### config.mk
export PLATFORM = sky130hd
export DESIGN_NAME = iob_versat
export DESIGN_NICKNAME = d
export VERILOG_FILES = /design/src/rtl/versat_cfg_pkg.sv /design/src/rtl/versat_bus_pkg.sv /design/src/rtl/versat_csr.sv /design/src/rtl/versat_vread.sv /design/src/rtl/versat_vwrite.sv /design/src/rtl/xmerge.sv /design/src/rtl/iob_versat.sv
export VERILOG_INCLUDE_DIRS = /design/src /design/src/rtl
export SDC_FILE = /design/constraint.sdc
export NUM_CORES = 1
export LEC_CHECK = 0
export BUFFER_PORTS_ARGS = -buffer_cell sky130_fd_sc_hd__buf_2
export CAP_MARGIN = 10
export CORE_MARGIN = 8
export CORE_UTILIZATION = 45
export CTS_BUF_LIST = sky130_fd_sc_hd__clkbuf_16
export DETAILED_ROUTE_END_ITERATION = 6
export HOLD_SLACK_MARGIN = 0.12
export PLACE_DENSITY_LB_ADDON = 0.2
export SLEW_MARGIN = 25
export SYNTH_ARGS = -nofsm -noshare
export SYNTH_HDL_FRONTEND = slang
export SYNTH_SLANG_ARGS = --single-unit
### constraint.sdc
create_clock -name clk_i -period 4.75 [get_ports clk_i]
set_clock_uncertainty 0.05 [all_clocks]
set_input_delay 0.7125 -clock clk_i [delete_from_list [all_inputs] [get_ports clk_i]]
set_output_delay 0.7125 -clock clk_i [all_outputs]
set_load 0.1 [all_outputs]
### src/rtl/versat_macros.svh
`ifndef VERSAT_MACROS_SVH
`define VERSAT_MACROS_SVH

// cpu side register window, byte address
`define VERSAT_ADDR_W 5

// data word on both the cpu and memory side
`define VERSAT_DATA_W 32

// memory byte address
`define VERSAT_MEM_ADDR_W 16

// burst length in words, zero means nothing to do
`define VERSAT_LEN_W 8

// word registers behind the IOb slave
`define VERSAT_N_REGS 8

`endif

### src/rtl/versat_cfg_pkg.sv
`include "versat_macros.svh"

package versat_cfg_pkg;

   localparam int REG_IDX_W = $clog2(`VERSAT_N_REGS);

   // word registers, index comes from address bits 4:2
   typedef enum logic [REG_IDX_W-1:0] {
      REG_CTRL     = 0,
      REG_STATUS   = 1,
      REG_RD_ADDR  = 2,
      REG_RD_LEN   = 3,
      REG_WR_ADDR  = 4,
      REG_WR_LEN   = 5,
      REG_WR_VALUE = 6,
      REG_SUM      = 7
   } reg_idx_t;

   // start bits in REG_CTRL, busy bits in REG_STATUS
   localparam int CTRL_RD_START = 0;
   localparam int CTRL_WR_START = 1;

endpackage

### src/rtl/versat_bus_pkg.sv
`include "versat_macros.svh"

package versat_bus_pkg;

   typedef logic [`VERSAT_DATA_W-1:0] word_t;
   typedef logic [`VERSAT_MEM_ADDR_W-1:0] mem_addr_t;
   typedef logic [`VERSAT_LEN_W-1:0] len_t;

   // index of a data mover on the merged memory port
   typedef logic master_t;

   localparam master_t MST_RD = 1'b0;
   localparam master_t MST_WR = 1'b1;

endpackage

### src/rtl/versat_csr.sv
`include "versat_macros.svh"

module versat_csr (
   input  logic                          clk_i,
   input  logic                          rst_n_i,
   input  logic                          iob_valid_i,
   input  logic [    `VERSAT_ADDR_W-1:0] iob_addr_i,
   input  versat_bus_pkg::word_t         iob_wdata_i,
   input  logic [`VERSAT_DATA_W/8-1:0]   iob_wstrb_i,
   output logic                          iob_rvalid_o,
   output versat_bus_pkg::word_t         iob_rdata_o,
   output logic                          rd_start_o,
   output versat_bus_pkg::mem_addr_t     rd_addr_o,
   output versat_bus_pkg::len_t          rd_len_o,
   output logic                          wr_start_o,
   output versat_bus_pkg::mem_addr_t     wr_addr_o,
   output versat_bus_pkg::len_t          wr_len_o,
   output versat_bus_pkg::word_t         wr_value_o,
   input  logic                          rd_done_i,
   input  versat_bus_pkg::word_t         rd_sum_i,
   input  logic                          wr_done_i
);
   import versat_cfg_pkg::*;
   import versat_bus_pkg::*;

   reg_idx_t  idx;
   logic      wr_en;
   logic      rd_en;
   logic      ctrl_wr;
   logic      rd_go;
   logic      wr_go;
   logic      rd_busy_q;
   logic      wr_busy_q;
   logic      rd_start_q;
   logic      wr_start_q;
   mem_addr_t rd_addr_q;
   len_t      rd_len_q;
   mem_addr_t wr_addr_q;
   len_t      wr_len_q;
   word_t     wr_value_q;
   logic      rvalid_q;
   word_t     rdata_d;
   word_t     rdata_q;

   assign idx   = reg_idx_t'(iob_addr_i[`VERSAT_ADDR_W-1:2]);
   assign wr_en = iob_valid_i & (|iob_wstrb_i);
   assign rd_en = iob_valid_i & ~(|iob_wstrb_i);

   // a start for a unit that is still running is dropped
   assign ctrl_wr = wr_en & (idx == REG_CTRL);
   assign rd_go   = ctrl_wr & iob_wdata_i[CTRL_RD_START] & ~rd_busy_q;
   assign wr_go   = ctrl_wr & iob_wdata_i[CTRL_WR_START] & ~wr_busy_q;

   always_ff @(posedge clk_i or negedge rst_n_i) begin
      if (!rst_n_i) begin
         rd_start_q <= 1'b0;
         wr_start_q <= 1'b0;
         rd_busy_q  <= 1'b0;
         wr_busy_q  <= 1'b0;
         rd_addr_q  <= '0;
         rd_len_q   <= '0;
         wr_addr_q  <= '0;
         wr_len_q   <= '0;
         wr_value_q <= '0;
         rvalid_q   <= 1'b0;
      end else begin
         rd_start_q <= rd_go;
         wr_start_q <= wr_go;
         rvalid_q   <= rd_en;
         // busy is raised with the start pulse, done drops it
         if (rd_go) begin
            rd_busy_q <= 1'b1;
         end else if (rd_done_i) begin
            rd_busy_q <= 1'b0;
         end
         if (wr_go) begin
            wr_busy_q <= 1'b1;
         end else if (wr_done_i) begin
            wr_busy_q <= 1'b0;
         end
         if (wr_en) begin
            case (idx)
               REG_RD_ADDR:  rd_addr_q  <= mem_addr_t'(iob_wdata_i);
               REG_RD_LEN:   rd_len_q   <= len_t'(iob_wdata_i);
               REG_WR_ADDR:  wr_addr_q  <= mem_addr_t'(iob_wdata_i);
               REG_WR_LEN:   wr_len_q   <= len_t'(iob_wdata_i);
               REG_WR_VALUE: wr_value_q <= iob_wdata_i;
               default: ;
            endcase
         end
      end
   end

   // readback mux, ctrl reads as zero since its bits are pulses
   always_comb begin
      rdata_d = '0;
      case (idx)
         REG_STATUS: begin
            rdata_d[CTRL_RD_START] = rd_busy_q;
            rdata_d[CTRL_WR_START] = wr_busy_q;
         end
         REG_RD_ADDR:  rdata_d = word_t'(rd_addr_q);
         REG_RD_LEN:   rdata_d = word_t'(rd_len_q);
         REG_WR_ADDR:  rdata_d = word_t'(wr_addr_q);
         REG_WR_LEN:   rdata_d = word_t'(wr_len_q);
         REG_WR_VALUE: rdata_d = wr_value_q;
         REG_SUM:      rdata_d = rd_sum_i;
         default: ;
      endcase
   end

   always_ff @(posedge clk_i) begin
      if (rd_en) begin
         rdata_q <= rdata_d;
      end
   end

   assign iob_rvalid_o = rvalid_q;
   assign iob_rdata_o  = rdata_q;
   assign rd_start_o   = rd_start_q;
   assign rd_addr_o    = rd_addr_q;
   assign rd_len_o     = rd_len_q;
   assign wr_start_o   = wr_start_q;
   assign wr_addr_o    = wr_addr_q;
   assign wr_len_o     = wr_len_q;
   assign wr_value_o   = wr_value_q;

endmodule

### src/rtl/versat_vread.sv
module versat_vread (
   input  logic                      clk_i,
   input  logic                      rst_n_i,
   input  logic                      start_i,
   input  versat_bus_pkg::mem_addr_t addr_i,
   input  versat_bus_pkg::len_t      len_i,
   output logic                      valid_o,
   output versat_bus_pkg::mem_addr_t addr_o,
   output versat_bus_pkg::len_t      len_o,
   input  logic                      ready_i,
   input  logic                      last_i,
   input  versat_bus_pkg::word_t     rdata_i,
   output logic                      done_o,
   output versat_bus_pkg::word_t     sum_o
);
   import versat_bus_pkg::*;

   logic      valid_q;
   logic      zero_q;
   mem_addr_t addr_q;
   len_t      len_q;
   word_t     sum_q;
   logic      beat;
   logic      last_beat;

   assign beat      = valid_q & ready_i;
   assign last_beat = beat & last_i;

   always_ff @(posedge clk_i or negedge rst_n_i) begin
      if (!rst_n_i) begin
         valid_q <= 1'b0;
         zero_q  <= 1'b0;
         sum_q   <= '0;
      end else begin
         // empty burst, finish on the next cycle without a request
         zero_q <= start_i & (len_i == '0);
         if (start_i) begin
            valid_q <= (len_i != '0);
            sum_q   <= '0;
         end else begin
            if (last_beat) begin
               valid_q <= 1'b0;
            end
            if (beat) begin
               sum_q <= sum_q + rdata_i;
            end
         end
      end
   end

   // base address only, the merge adds the beat offset
   always_ff @(posedge clk_i) begin
      if (start_i) begin
         addr_q <= addr_i;
         len_q  <= len_i;
      end
   end

   assign valid_o = valid_q;
   assign addr_o  = addr_q;
   assign len_o   = len_q;
   assign done_o  = last_beat | zero_q;
   assign sum_o   = sum_q;

endmodule

### src/rtl/versat_vwrite.sv
module versat_vwrite (
   input  logic                      clk_i,
   input  logic                      rst_n_i,
   input  logic                      start_i,
   input  versat_bus_pkg::mem_addr_t addr_i,
   input  versat_bus_pkg::len_t      len_i,
   input  versat_bus_pkg::word_t     value_i,
   output logic                      valid_o,
   output versat_bus_pkg::mem_addr_t addr_o,
   output versat_bus_pkg::len_t      len_o,
   output versat_bus_pkg::word_t     wdata_o,
   input  logic                      ready_i,
   input  logic                      last_i,
   output logic                      done_o
);
   import versat_bus_pkg::*;

   logic      valid_q;
   logic      zero_q;
   mem_addr_t addr_q;
   len_t      len_q;
   word_t     pattern_q;
   logic      beat;
   logic      last_beat;

   assign beat      = valid_q & ready_i;
   assign last_beat = beat & last_i;

   always_ff @(posedge clk_i or negedge rst_n_i) begin
      if (!rst_n_i) begin
         valid_q <= 1'b0;
         zero_q  <= 1'b0;
      end else begin
         zero_q <= start_i & (len_i == '0);
         if (start_i) begin
            valid_q <= (len_i != '0);
         end else if (last_beat) begin
            valid_q <= 1'b0;
         end
      end
   end

   // word k of the burst carries value + k
   always_ff @(posedge clk_i) begin
      if (start_i) begin
         addr_q    <= addr_i;
         len_q     <= len_i;
         pattern_q <= value_i;
      end else if (beat) begin
         pattern_q <= pattern_q + word_t'(1);
      end
   end

   assign valid_o = valid_q;
   assign addr_o  = addr_q;
   assign len_o   = len_q;
   assign wdata_o = pattern_q;
   assign done_o  = last_beat | zero_q;

endmodule

### src/rtl/xmerge.sv
`include "versat_macros.svh"

module xmerge (
   input  logic                        clk_i,
   input  logic                        rst_n_i,
   input  logic [1:0]                  s_valid_i,
   input  versat_bus_pkg::mem_addr_t   s_addr_i   [2],
   input  versat_bus_pkg::len_t        s_len_i    [2],
   input  versat_bus_pkg::word_t       s_wdata_i,
   output logic [1:0]                  s_ready_o,
   output logic [1:0]                  s_last_o,
   output versat_bus_pkg::word_t       s_rdata_o,
   output logic                        mem_valid_o,
   output logic                        mem_we_o,
   output versat_bus_pkg::mem_addr_t   mem_addr_o,
   output versat_bus_pkg::word_t       mem_wdata_o,
   output logic [`VERSAT_DATA_W/8-1:0] mem_wstrb_o,
   input  logic                        mem_ready_i,
   input  versat_bus_pkg::word_t       mem_rdata_i
);
   import versat_bus_pkg::*;

   logic    busy_q;
   master_t owner_q;
   master_t prio_q;
   len_t    cnt_q;
   master_t pick;
   logic    beat;
   logic    final_beat;

   // prefer the master that did not own the previous burst
   assign pick = s_valid_i[prio_q] ? prio_q : ~prio_q;

   // granted path, purely combinational
   assign mem_valid_o = busy_q & s_valid_i[owner_q];
   assign mem_we_o    = busy_q & (owner_q == MST_WR);
   assign mem_addr_o  = s_addr_i[owner_q] + mem_addr_t'({cnt_q, 2'b00});
   assign mem_wdata_o = s_wdata_i;
   assign mem_wstrb_o = {(`VERSAT_DATA_W/8){mem_we_o}};

   assign beat       = mem_valid_o & mem_ready_i;
   assign final_beat = beat & (cnt_q == s_len_i[owner_q] - len_t'(1));

   // read data goes to everyone, only the owner sees ready
   assign s_rdata_o = mem_rdata_i;

   always_comb begin
      s_ready_o          = '0;
      s_last_o           = '0;
      s_ready_o[owner_q] = busy_q & mem_ready_i;
      s_last_o[owner_q]  = final_beat;
   end

   always_ff @(posedge clk_i or negedge rst_n_i) begin
      if (!rst_n_i) begin
         busy_q  <= 1'b0;
         owner_q <= MST_RD;
         prio_q  <= MST_RD;
         cnt_q   <= '0;
      end else if (!busy_q) begin
         // new grant only from idle
         if (|s_valid_i) begin
            busy_q  <= 1'b1;
            owner_q <= pick;
         end
      end else if (final_beat) begin
         busy_q <= 1'b0;
         cnt_q  <= '0;
         prio_q <= ~owner_q;
      end else if (beat) begin
         cnt_q <= cnt_q + len_t'(1);
      end
   end

endmodule

### src/rtl/iob_versat.sv
`include "versat_macros.svh"

module iob_versat (
   input  logic                        clk_i,
   input  logic                        rst_n_i,
   input  logic                        iob_valid_i,
   input  logic [    `VERSAT_ADDR_W-1:0] iob_addr_i,
   input  versat_bus_pkg::word_t       iob_wdata_i,
   input  logic [`VERSAT_DATA_W/8-1:0] iob_wstrb_i,
   output logic                        iob_rvalid_o,
   output versat_bus_pkg::word_t       iob_rdata_o,
   output logic                        iob_ready_o,
   output logic                        mem_valid_o,
   output logic                        mem_we_o,
   output versat_bus_pkg::mem_addr_t   mem_addr_o,
   output versat_bus_pkg::word_t       mem_wdata_o,
   output logic [`VERSAT_DATA_W/8-1:0] mem_wstrb_o,
   input  logic                        mem_ready_i,
   input  versat_bus_pkg::word_t       mem_rdata_i
);
   import versat_bus_pkg::*;

   // configuration from the register file
   logic      rd_start;
   mem_addr_t rd_addr;
   len_t      rd_len;
   logic      wr_start;
   mem_addr_t wr_addr;
   len_t      wr_len;
   word_t     wr_value;
   logic      rd_done;
   logic      wr_done;
   word_t     rd_sum;

   // databus between movers and merge, index 0 reader, 1 writer
   logic [1:0] m_valid;
   logic [1:0] m_ready;
   logic [1:0] m_last;
   mem_addr_t  m_addr [2];
   len_t       m_len  [2];
   word_t      m_wdata;
   word_t      m_rdata;

   assign iob_ready_o = 1'b1;

   versat_csr csr (
      .clk_i       (clk_i),
      .rst_n_i     (rst_n_i),
      .iob_valid_i (iob_valid_i),
      .iob_addr_i  (iob_addr_i),
      .iob_wdata_i (iob_wdata_i),
      .iob_wstrb_i (iob_wstrb_i),
      .iob_rvalid_o(iob_rvalid_o),
      .iob_rdata_o (iob_rdata_o),
      .rd_start_o  (rd_start),
      .rd_addr_o   (rd_addr),
      .rd_len_o    (rd_len),
      .wr_start_o  (wr_start),
      .wr_addr_o   (wr_addr),
      .wr_len_o    (wr_len),
      .wr_value_o  (wr_value),
      .rd_done_i   (rd_done),
      .rd_sum_i    (rd_sum),
      .wr_done_i   (wr_done)
   );

   versat_vread vread (
      .clk_i  (clk_i),
      .rst_n_i(rst_n_i),
      .start_i(rd_start),
      .addr_i (rd_addr),
      .len_i  (rd_len),
      .valid_o(m_valid[MST_RD]),
      .addr_o (m_addr[MST_RD]),
      .len_o  (m_len[MST_RD]),
      .ready_i(m_ready[MST_RD]),
      .last_i (m_last[MST_RD]),
      .rdata_i(m_rdata),
      .done_o (rd_done),
      .sum_o  (rd_sum)
   );

   versat_vwrite vwrite (
      .clk_i  (clk_i),
      .rst_n_i(rst_n_i),
      .start_i(wr_start),
      .addr_i (wr_addr),
      .len_i  (wr_len),
      .value_i(wr_value),
      .valid_o(m_valid[MST_WR]),
      .addr_o (m_addr[MST_WR]),
      .len_o  (m_len[MST_WR]),
      .wdata_o(m_wdata),
      .ready_i(m_ready[MST_WR]),
      .last_i (m_last[MST_WR]),
      .done_o (wr_done)
   );

   xmerge merge (
      .clk_i      (clk_i),
      .rst_n_i    (rst_n_i),
      .s_valid_i  (m_valid),
      .s_addr_i   (m_addr),
      .s_len_i    (m_len),
      .s_wdata_i  (m_wdata),
      .s_ready_o  (m_ready),
      .s_last_o   (m_last),
      .s_rdata_o  (m_rdata),
      .mem_valid_o(mem_valid_o),
      .mem_we_o   (mem_we_o),
      .mem_addr_o (mem_addr_o),
      .mem_wdata_o(mem_wdata_o),
      .mem_wstrb_o(mem_wstrb_o),
      .mem_ready_i(mem_ready_i),
      .mem_rdata_i(mem_rdata_i)
   );

endmodule

# After elaboration in Yosys (flattened, before gate mapping)

Index checks and enable logic that the tools add are counted.
W data, S select, Z words.

Flip-flop bits (word level): 244
Word-level logic and storage cells: 126

Add/sub/neg operators: 5
$lt $le $gt $ge: 4
Equal/unequal tests: 8
Multiplexer cells: 32
Bitwise logic cells: 29
Reduce and logical (&&, ||, !) cells: 23

Operator list:

| kind                    | count |
|---|---|
| $pmux W30 S6            | 1 |
| $mux W32                | 4 |
| $mux W16                | 3 |
| $mux W8                 | 5 |
| $add A32 B1 Y32 const B | 1 |
| $add A32 B32 Y32        | 1 |
| $and A1 B1 Y1           | 18 |
| $mux W1                 | 17 |
| $add A16 B10 Y16        | 1 |
| $logic_not A8 Y1        | 2 |
| $reduce_and A2 Y1       | 8 |
| $reduce_bool A8 Y1      | 2 |
| $pmux W2 S7             | 1 |
| $reduce_bool A2 Y1      | 7 |
| $eq A3 B3 Y1 const B    | 4 |
| $add A8 B1 Y8 const B   | 1 |
| $eq A8 B8 Y1            | 1 |
| $sub A8 B1 Y8 const B   | 1 |
| $eq A3 B2 Y1 const B    | 2 |
| $not A1 Y1              | 6 |
| $and A2 B2 Y2           | 2 |
| $lt A1 B2 Y1 const B    | 2 |
| $reduce_or A4 Y1        | 1 |
| $eq A3 B1 Y1 const B    | 1 |
| 8 further kinds         | 9 |

# Depth between registers and ports, before layout

Depth after elaboration: 12
Gate-level depth with buffers: 15
Mapped depth without buffers: 12

# Hierarchy

Synthesis repeated with hierarchy kept, for this count alone.

Cells, all modules: 1220
Area total of the unflattened synthesis: 13751.9 µm²

Modules (own cells, without submodules):

| module        | instances | cells an instance | area each (µm²) |
|---|---|---|---|
| versat_csr    | 1         | 332               | 5076.1 |
| versat_vread  | 1         | 389               | 3729.8 |
| versat_vwrite | 1         | 243               | 2821.5 |
| xmerge        | 1         | 254               | 2113.3 |
| iob_versat    | 1         | 2                 | 11.3 |

# Worst setup path before layout

OpenSTA, ideal clock, no wires.

Path type: register to output
Start point: register merge.owner_q
End point: output port mem_addr_o[15]
Arrival: 4.837 ns
Required time: 3.988 ns
Path slack: -0.849 ns
Cell stages (with the launch flop): 16
Path buffers: 4
Path through: dfrtp_1 -> buf_4 -> buf_2 -> buf_1 -> buf_1 -> mux2i_1 -> inv_1 -> ha_1 -> a21o_1 -> a21oi_1 -> o21ai_0 -> a21o_1 -> a21oi_1 -> o21ai_0 -> nor4bb_1 -> xnor2_1

Word-level cells in the longest chain between the ends: 5

Ends and longest elaborated chain:

| what                                        | line             | source |
|---|---|---|
| start: declaration                          | xmerge.sv:24     | `master_t owner_q;` |
| start signal: assignment                    | xmerge.sv:64     | `owner_q <= pick;` |
| $not A1 Y2 (implied by the code)            | xmerge.sv:37     | `assign mem_addr_o = s_addr_i[owner_q] + mem_addr_t'({cnt_q, 2'b00});` |
| $mux W16 (implied by the code) (3 in a row) | xmerge.sv:37     |  |
| $add A16 B10 Y16                            | xmerge.sv:37     |  |
| end: declaration                            | iob_versat.sv:15 | `output versat_bus_pkg::mem_addr_t mem_addr_o,` |

No other way between the ends. The select of a mux whose other input is x is not followed.

# Final worst setup path

Ends and elaborated chain as after synthesis.

==> flow_summary.json <==
{
  "final_util_pct": 52.8,
  "fill_cells": 2539,
  "grt_max_degree": 100,
  "rows": 62,
  "async_flop_share_pct": 54.1,
  "cts_setup_buffers": 0,
  "cts_num_sinks": 244,
  "worstHoldPathType": "in -> async",
  "drt-total-wl_mm": 34.1,
  "syn-mean-instance-area_um2": 11.3,
  "synthesis.area_um2": 12900,
  "vias_per_cell": 5.54,
  "startpoint": "merge.owner_q$_DFFE_PN0P_",
  "grtUsageTotal_pct": 19.7,
  "drtIter0Drc": 580,
  "htreeDepth": 1,
  "grt_overflow_total": 0,
  "maxCapViolCount": 0,
  "worstMarginPinSlew_ps": 985,
  "total_power_mw": 7.74,
  "setup_viol": 0,
  "clk_pin_slew_worst_paths_ps": 60,
  "synth.distinct_cells": 68,
  "ys_seq_area_share_pct": 51.7,
  "whs_ps": 163,
  "clk_latency_ps": 540,
  "place_congestion": 0.842,
  "core_um2": 28500,
  "post_cts_resized": 0,
  "start_util_pct": 45.3,
  "synth_fp_nets": 1265,
  "portBuffers": 161,
  "tns_ps": 0,
  "crit_type": "reg -> out",
  "stdcell_count": 1703,
  "cp.arrival_ps": 3810,
  "io_pins": 165,
  "synth-main-ff-cell": "dfrtp_1",
  "place.detailed.hpwl_mm": 24.9,
  "p_per_area_nw_per_um2": 515,
  "cts_buffers": 28,
  "worstPathMaxFanout": 17,
  "p_leak_nw": 6.15,
  "placedCellCount": 1651,
  "mostFrequentLayoutCells": "buf_2 (156), dfrtp_1 (129), nand2_1 (119), edfxtp_1 (112), mux2_2 (99)",
  "cts_tree": "built",
  "hold_viol": 0,
  "finalCritPeriodShare_pct": 96.2,
  "vdd_drop_max_mv": 0.334,
  "drt_pass1_iterations": 4,
  "layout-drive-gt1-share_pct": 25.9,
  "timing.rr.start": "merge.owner_q$_DFFE_PN0P_",
  "vias": 9427,
  "syn_to_final_growth_pct": 16.6,
  "max_freq_mhz": 219,
  "required_ps": 3990,
  "endpoint_kind": "output pin",
  "slew_headroom_pct": 34.4,
  "ant_nets": 0,
  "die_h_um": 185,
  "route.detailed.drc": 0,
  "finalMaxSlewViolations": 0,
  "ys_ff_latch": 244,
  "yosysWarnings": 0,
  "cts_max_path_buffers": 3,
  "grt_pass1_vias": 9548,
  "nets": 1418,
  "die_x_um": 185,
  "diodes": 0,
  "die-area_um2": 34300,
  "antenna_found_initial": 4,
  "outcome": "completed",
  "timing.final.crit_period_ps": 4570,
  "wl_per_cell_um": 20.0,
  "cts_root_buffer": "clkbuf_16",
  "worstSetupStartpointType": "flip-flop",
  "cts_hold_buffers": 0,
  "synth_enable_flop_cells": 112,
  "grt_pass1_wl_mm": 53.2,
  "syn_inst": 1144,
  "layout_commonest_cell": "buf_2"
}
==> registers in the layout, indices dropped and copies added (netlist names), 16 cells and up <==
signal and cells:
vwrite.addr_o 16, csr.wr_addr_o 16, vread.addr_o 16, csr.iob_rdata_o 32
csr.rd_addr_o 16, vread.sum_o 32, csr.wr_value_o 32, vwrite.wdata_o 32
==> power breakdown <==
part	leakage [nW]	internal, mW	switching (mW)
Combinational	3.08	1.03	1.74
Sequential	2.62	2.59	0.395
Clock	0.448	1.12	0.865
==> critical path: stages (launching register included) <==
cell and delay [ps]:
dfrtp_4 590, mux2i_1 330, inv_1 80, ha_1 280
a21o_1 190, a21oi_1 230, o21ai_0 120, a21o_1 210
a21oi_1 290, o21ai_0 210, nor4bb_2 230, xnor2_2 160
clkbuf_4 340
==> synthesized netlist by cell type (5+ instances only) <==
master      n  share of area [%]
nor4_1      7               0.34
buf_4       6               0.35
a211oi_1    8               0.47
o211ai_1    6               0.35
nand3_1    35                1.4
nor2_1     75                2.2
mux2_2     99                8.6
edfxtp_1  112                 26
a21oi_1    56                2.2
a21o_1     16               0.93
inv_1      21               0.61
buf_1      10               0.29
nor3b_1     7               0.41
clkbuf_1   32               0.93
ha_1       42                4.1
nand3b_1    6               0.35
a31oi_1     7               0.34
dfrtp_1   132                 26
or2_2       5               0.24
mux2i_1    44                3.4
or3_1       6               0.29
o21ai_0    62                2.4
xnor2_1    37                2.5
and2_1     10               0.48
nand2_1   119                3.5
and4_1      6               0.41
a22o_1     13               0.88
nor3_1     17               0.66
nor2b_1     9               0.44
xor2_1     40                2.7
nand4_1    15               0.73
and3_1     12               0.58
==> area by class of cell <==
| cell class | count | area [um2] | share of cell area, % |
|---|---|---|---|
| inverters | 21 | 78.8 | 0.524 |
| well taps | 384 | 480 | 3.19 |
| repair buffers | 174 | 935 | 6.22 |
| clock inverters | 24 | 140 | 0.932 |
| flip-flops and latches | 244 | 6670 | 44.4 |
| multi-input cells | 828 | 6030 | 40.1 |
| clock buffers | 28 | 701 | 4.66 |
==> worst paths after layout <==
path | slack [ps] | endpoint | cells after the start
hold reg to reg | 410 | vwrite.addr_o[13]$_DFFE_PP_ | 0
setup reg to reg | 1520 | csr.rd_busy_q$_DFFE_PN0P_ | 10
setup / recovery | 180 | mem_addr_o[15] | 12
hold / removal | 160 | merge.cnt_q[0]$_DFFE_PN0P_ | 1
min in group clk_i | 360 | csr.wr_value_o[28]$_DFFE_PN0P_ | 2
max in group asynchronous | 3390 | csr.wr_addr_o[6]$_DFFE_PN0P_ | 2
==> kinds of logic (layout without fill, tap and decap cells) <==
group | Yosys count | count (layout) | share of synthesized area, %
xor gates and xnor gates | 77 | 77 | 5.23
AOI/OAI and AO/OA | 218 | 218 | 11.2
other | 1 | 1 | 0.0291
DFF | 244 | 244 | 51.7
adders and majority gates | 44 | 44 | 4.38
muxes | 145 | 145 | 12.4
and+or+nand+nor | 343 | 343 | 12.8
buffers and inverters | 72 | 247 | 2.30
==> per-layer routing <==
metal  track usage, %  share of wire [%]  vias to the layer above  wire length [um]
met2             34.4                 49                      236             16800
met4             4.16                1.8                        8               612
met1             24.9                 43                     4612             14600
met3             4.34                5.8                       51              1990
li1                 -                  -                     4520                 -
met5                0               0.16                        -                54
==> per-stage QoR <==
stage               cell area (um2)  setup WS (ps)
floorplan                     13000           -129
global placement              14200            690
detailed placement            14200            607
CTS                           15000           23.7
global route                  15000          -5.26
finish                        15000            180
(Power assumes the default switching activity.)
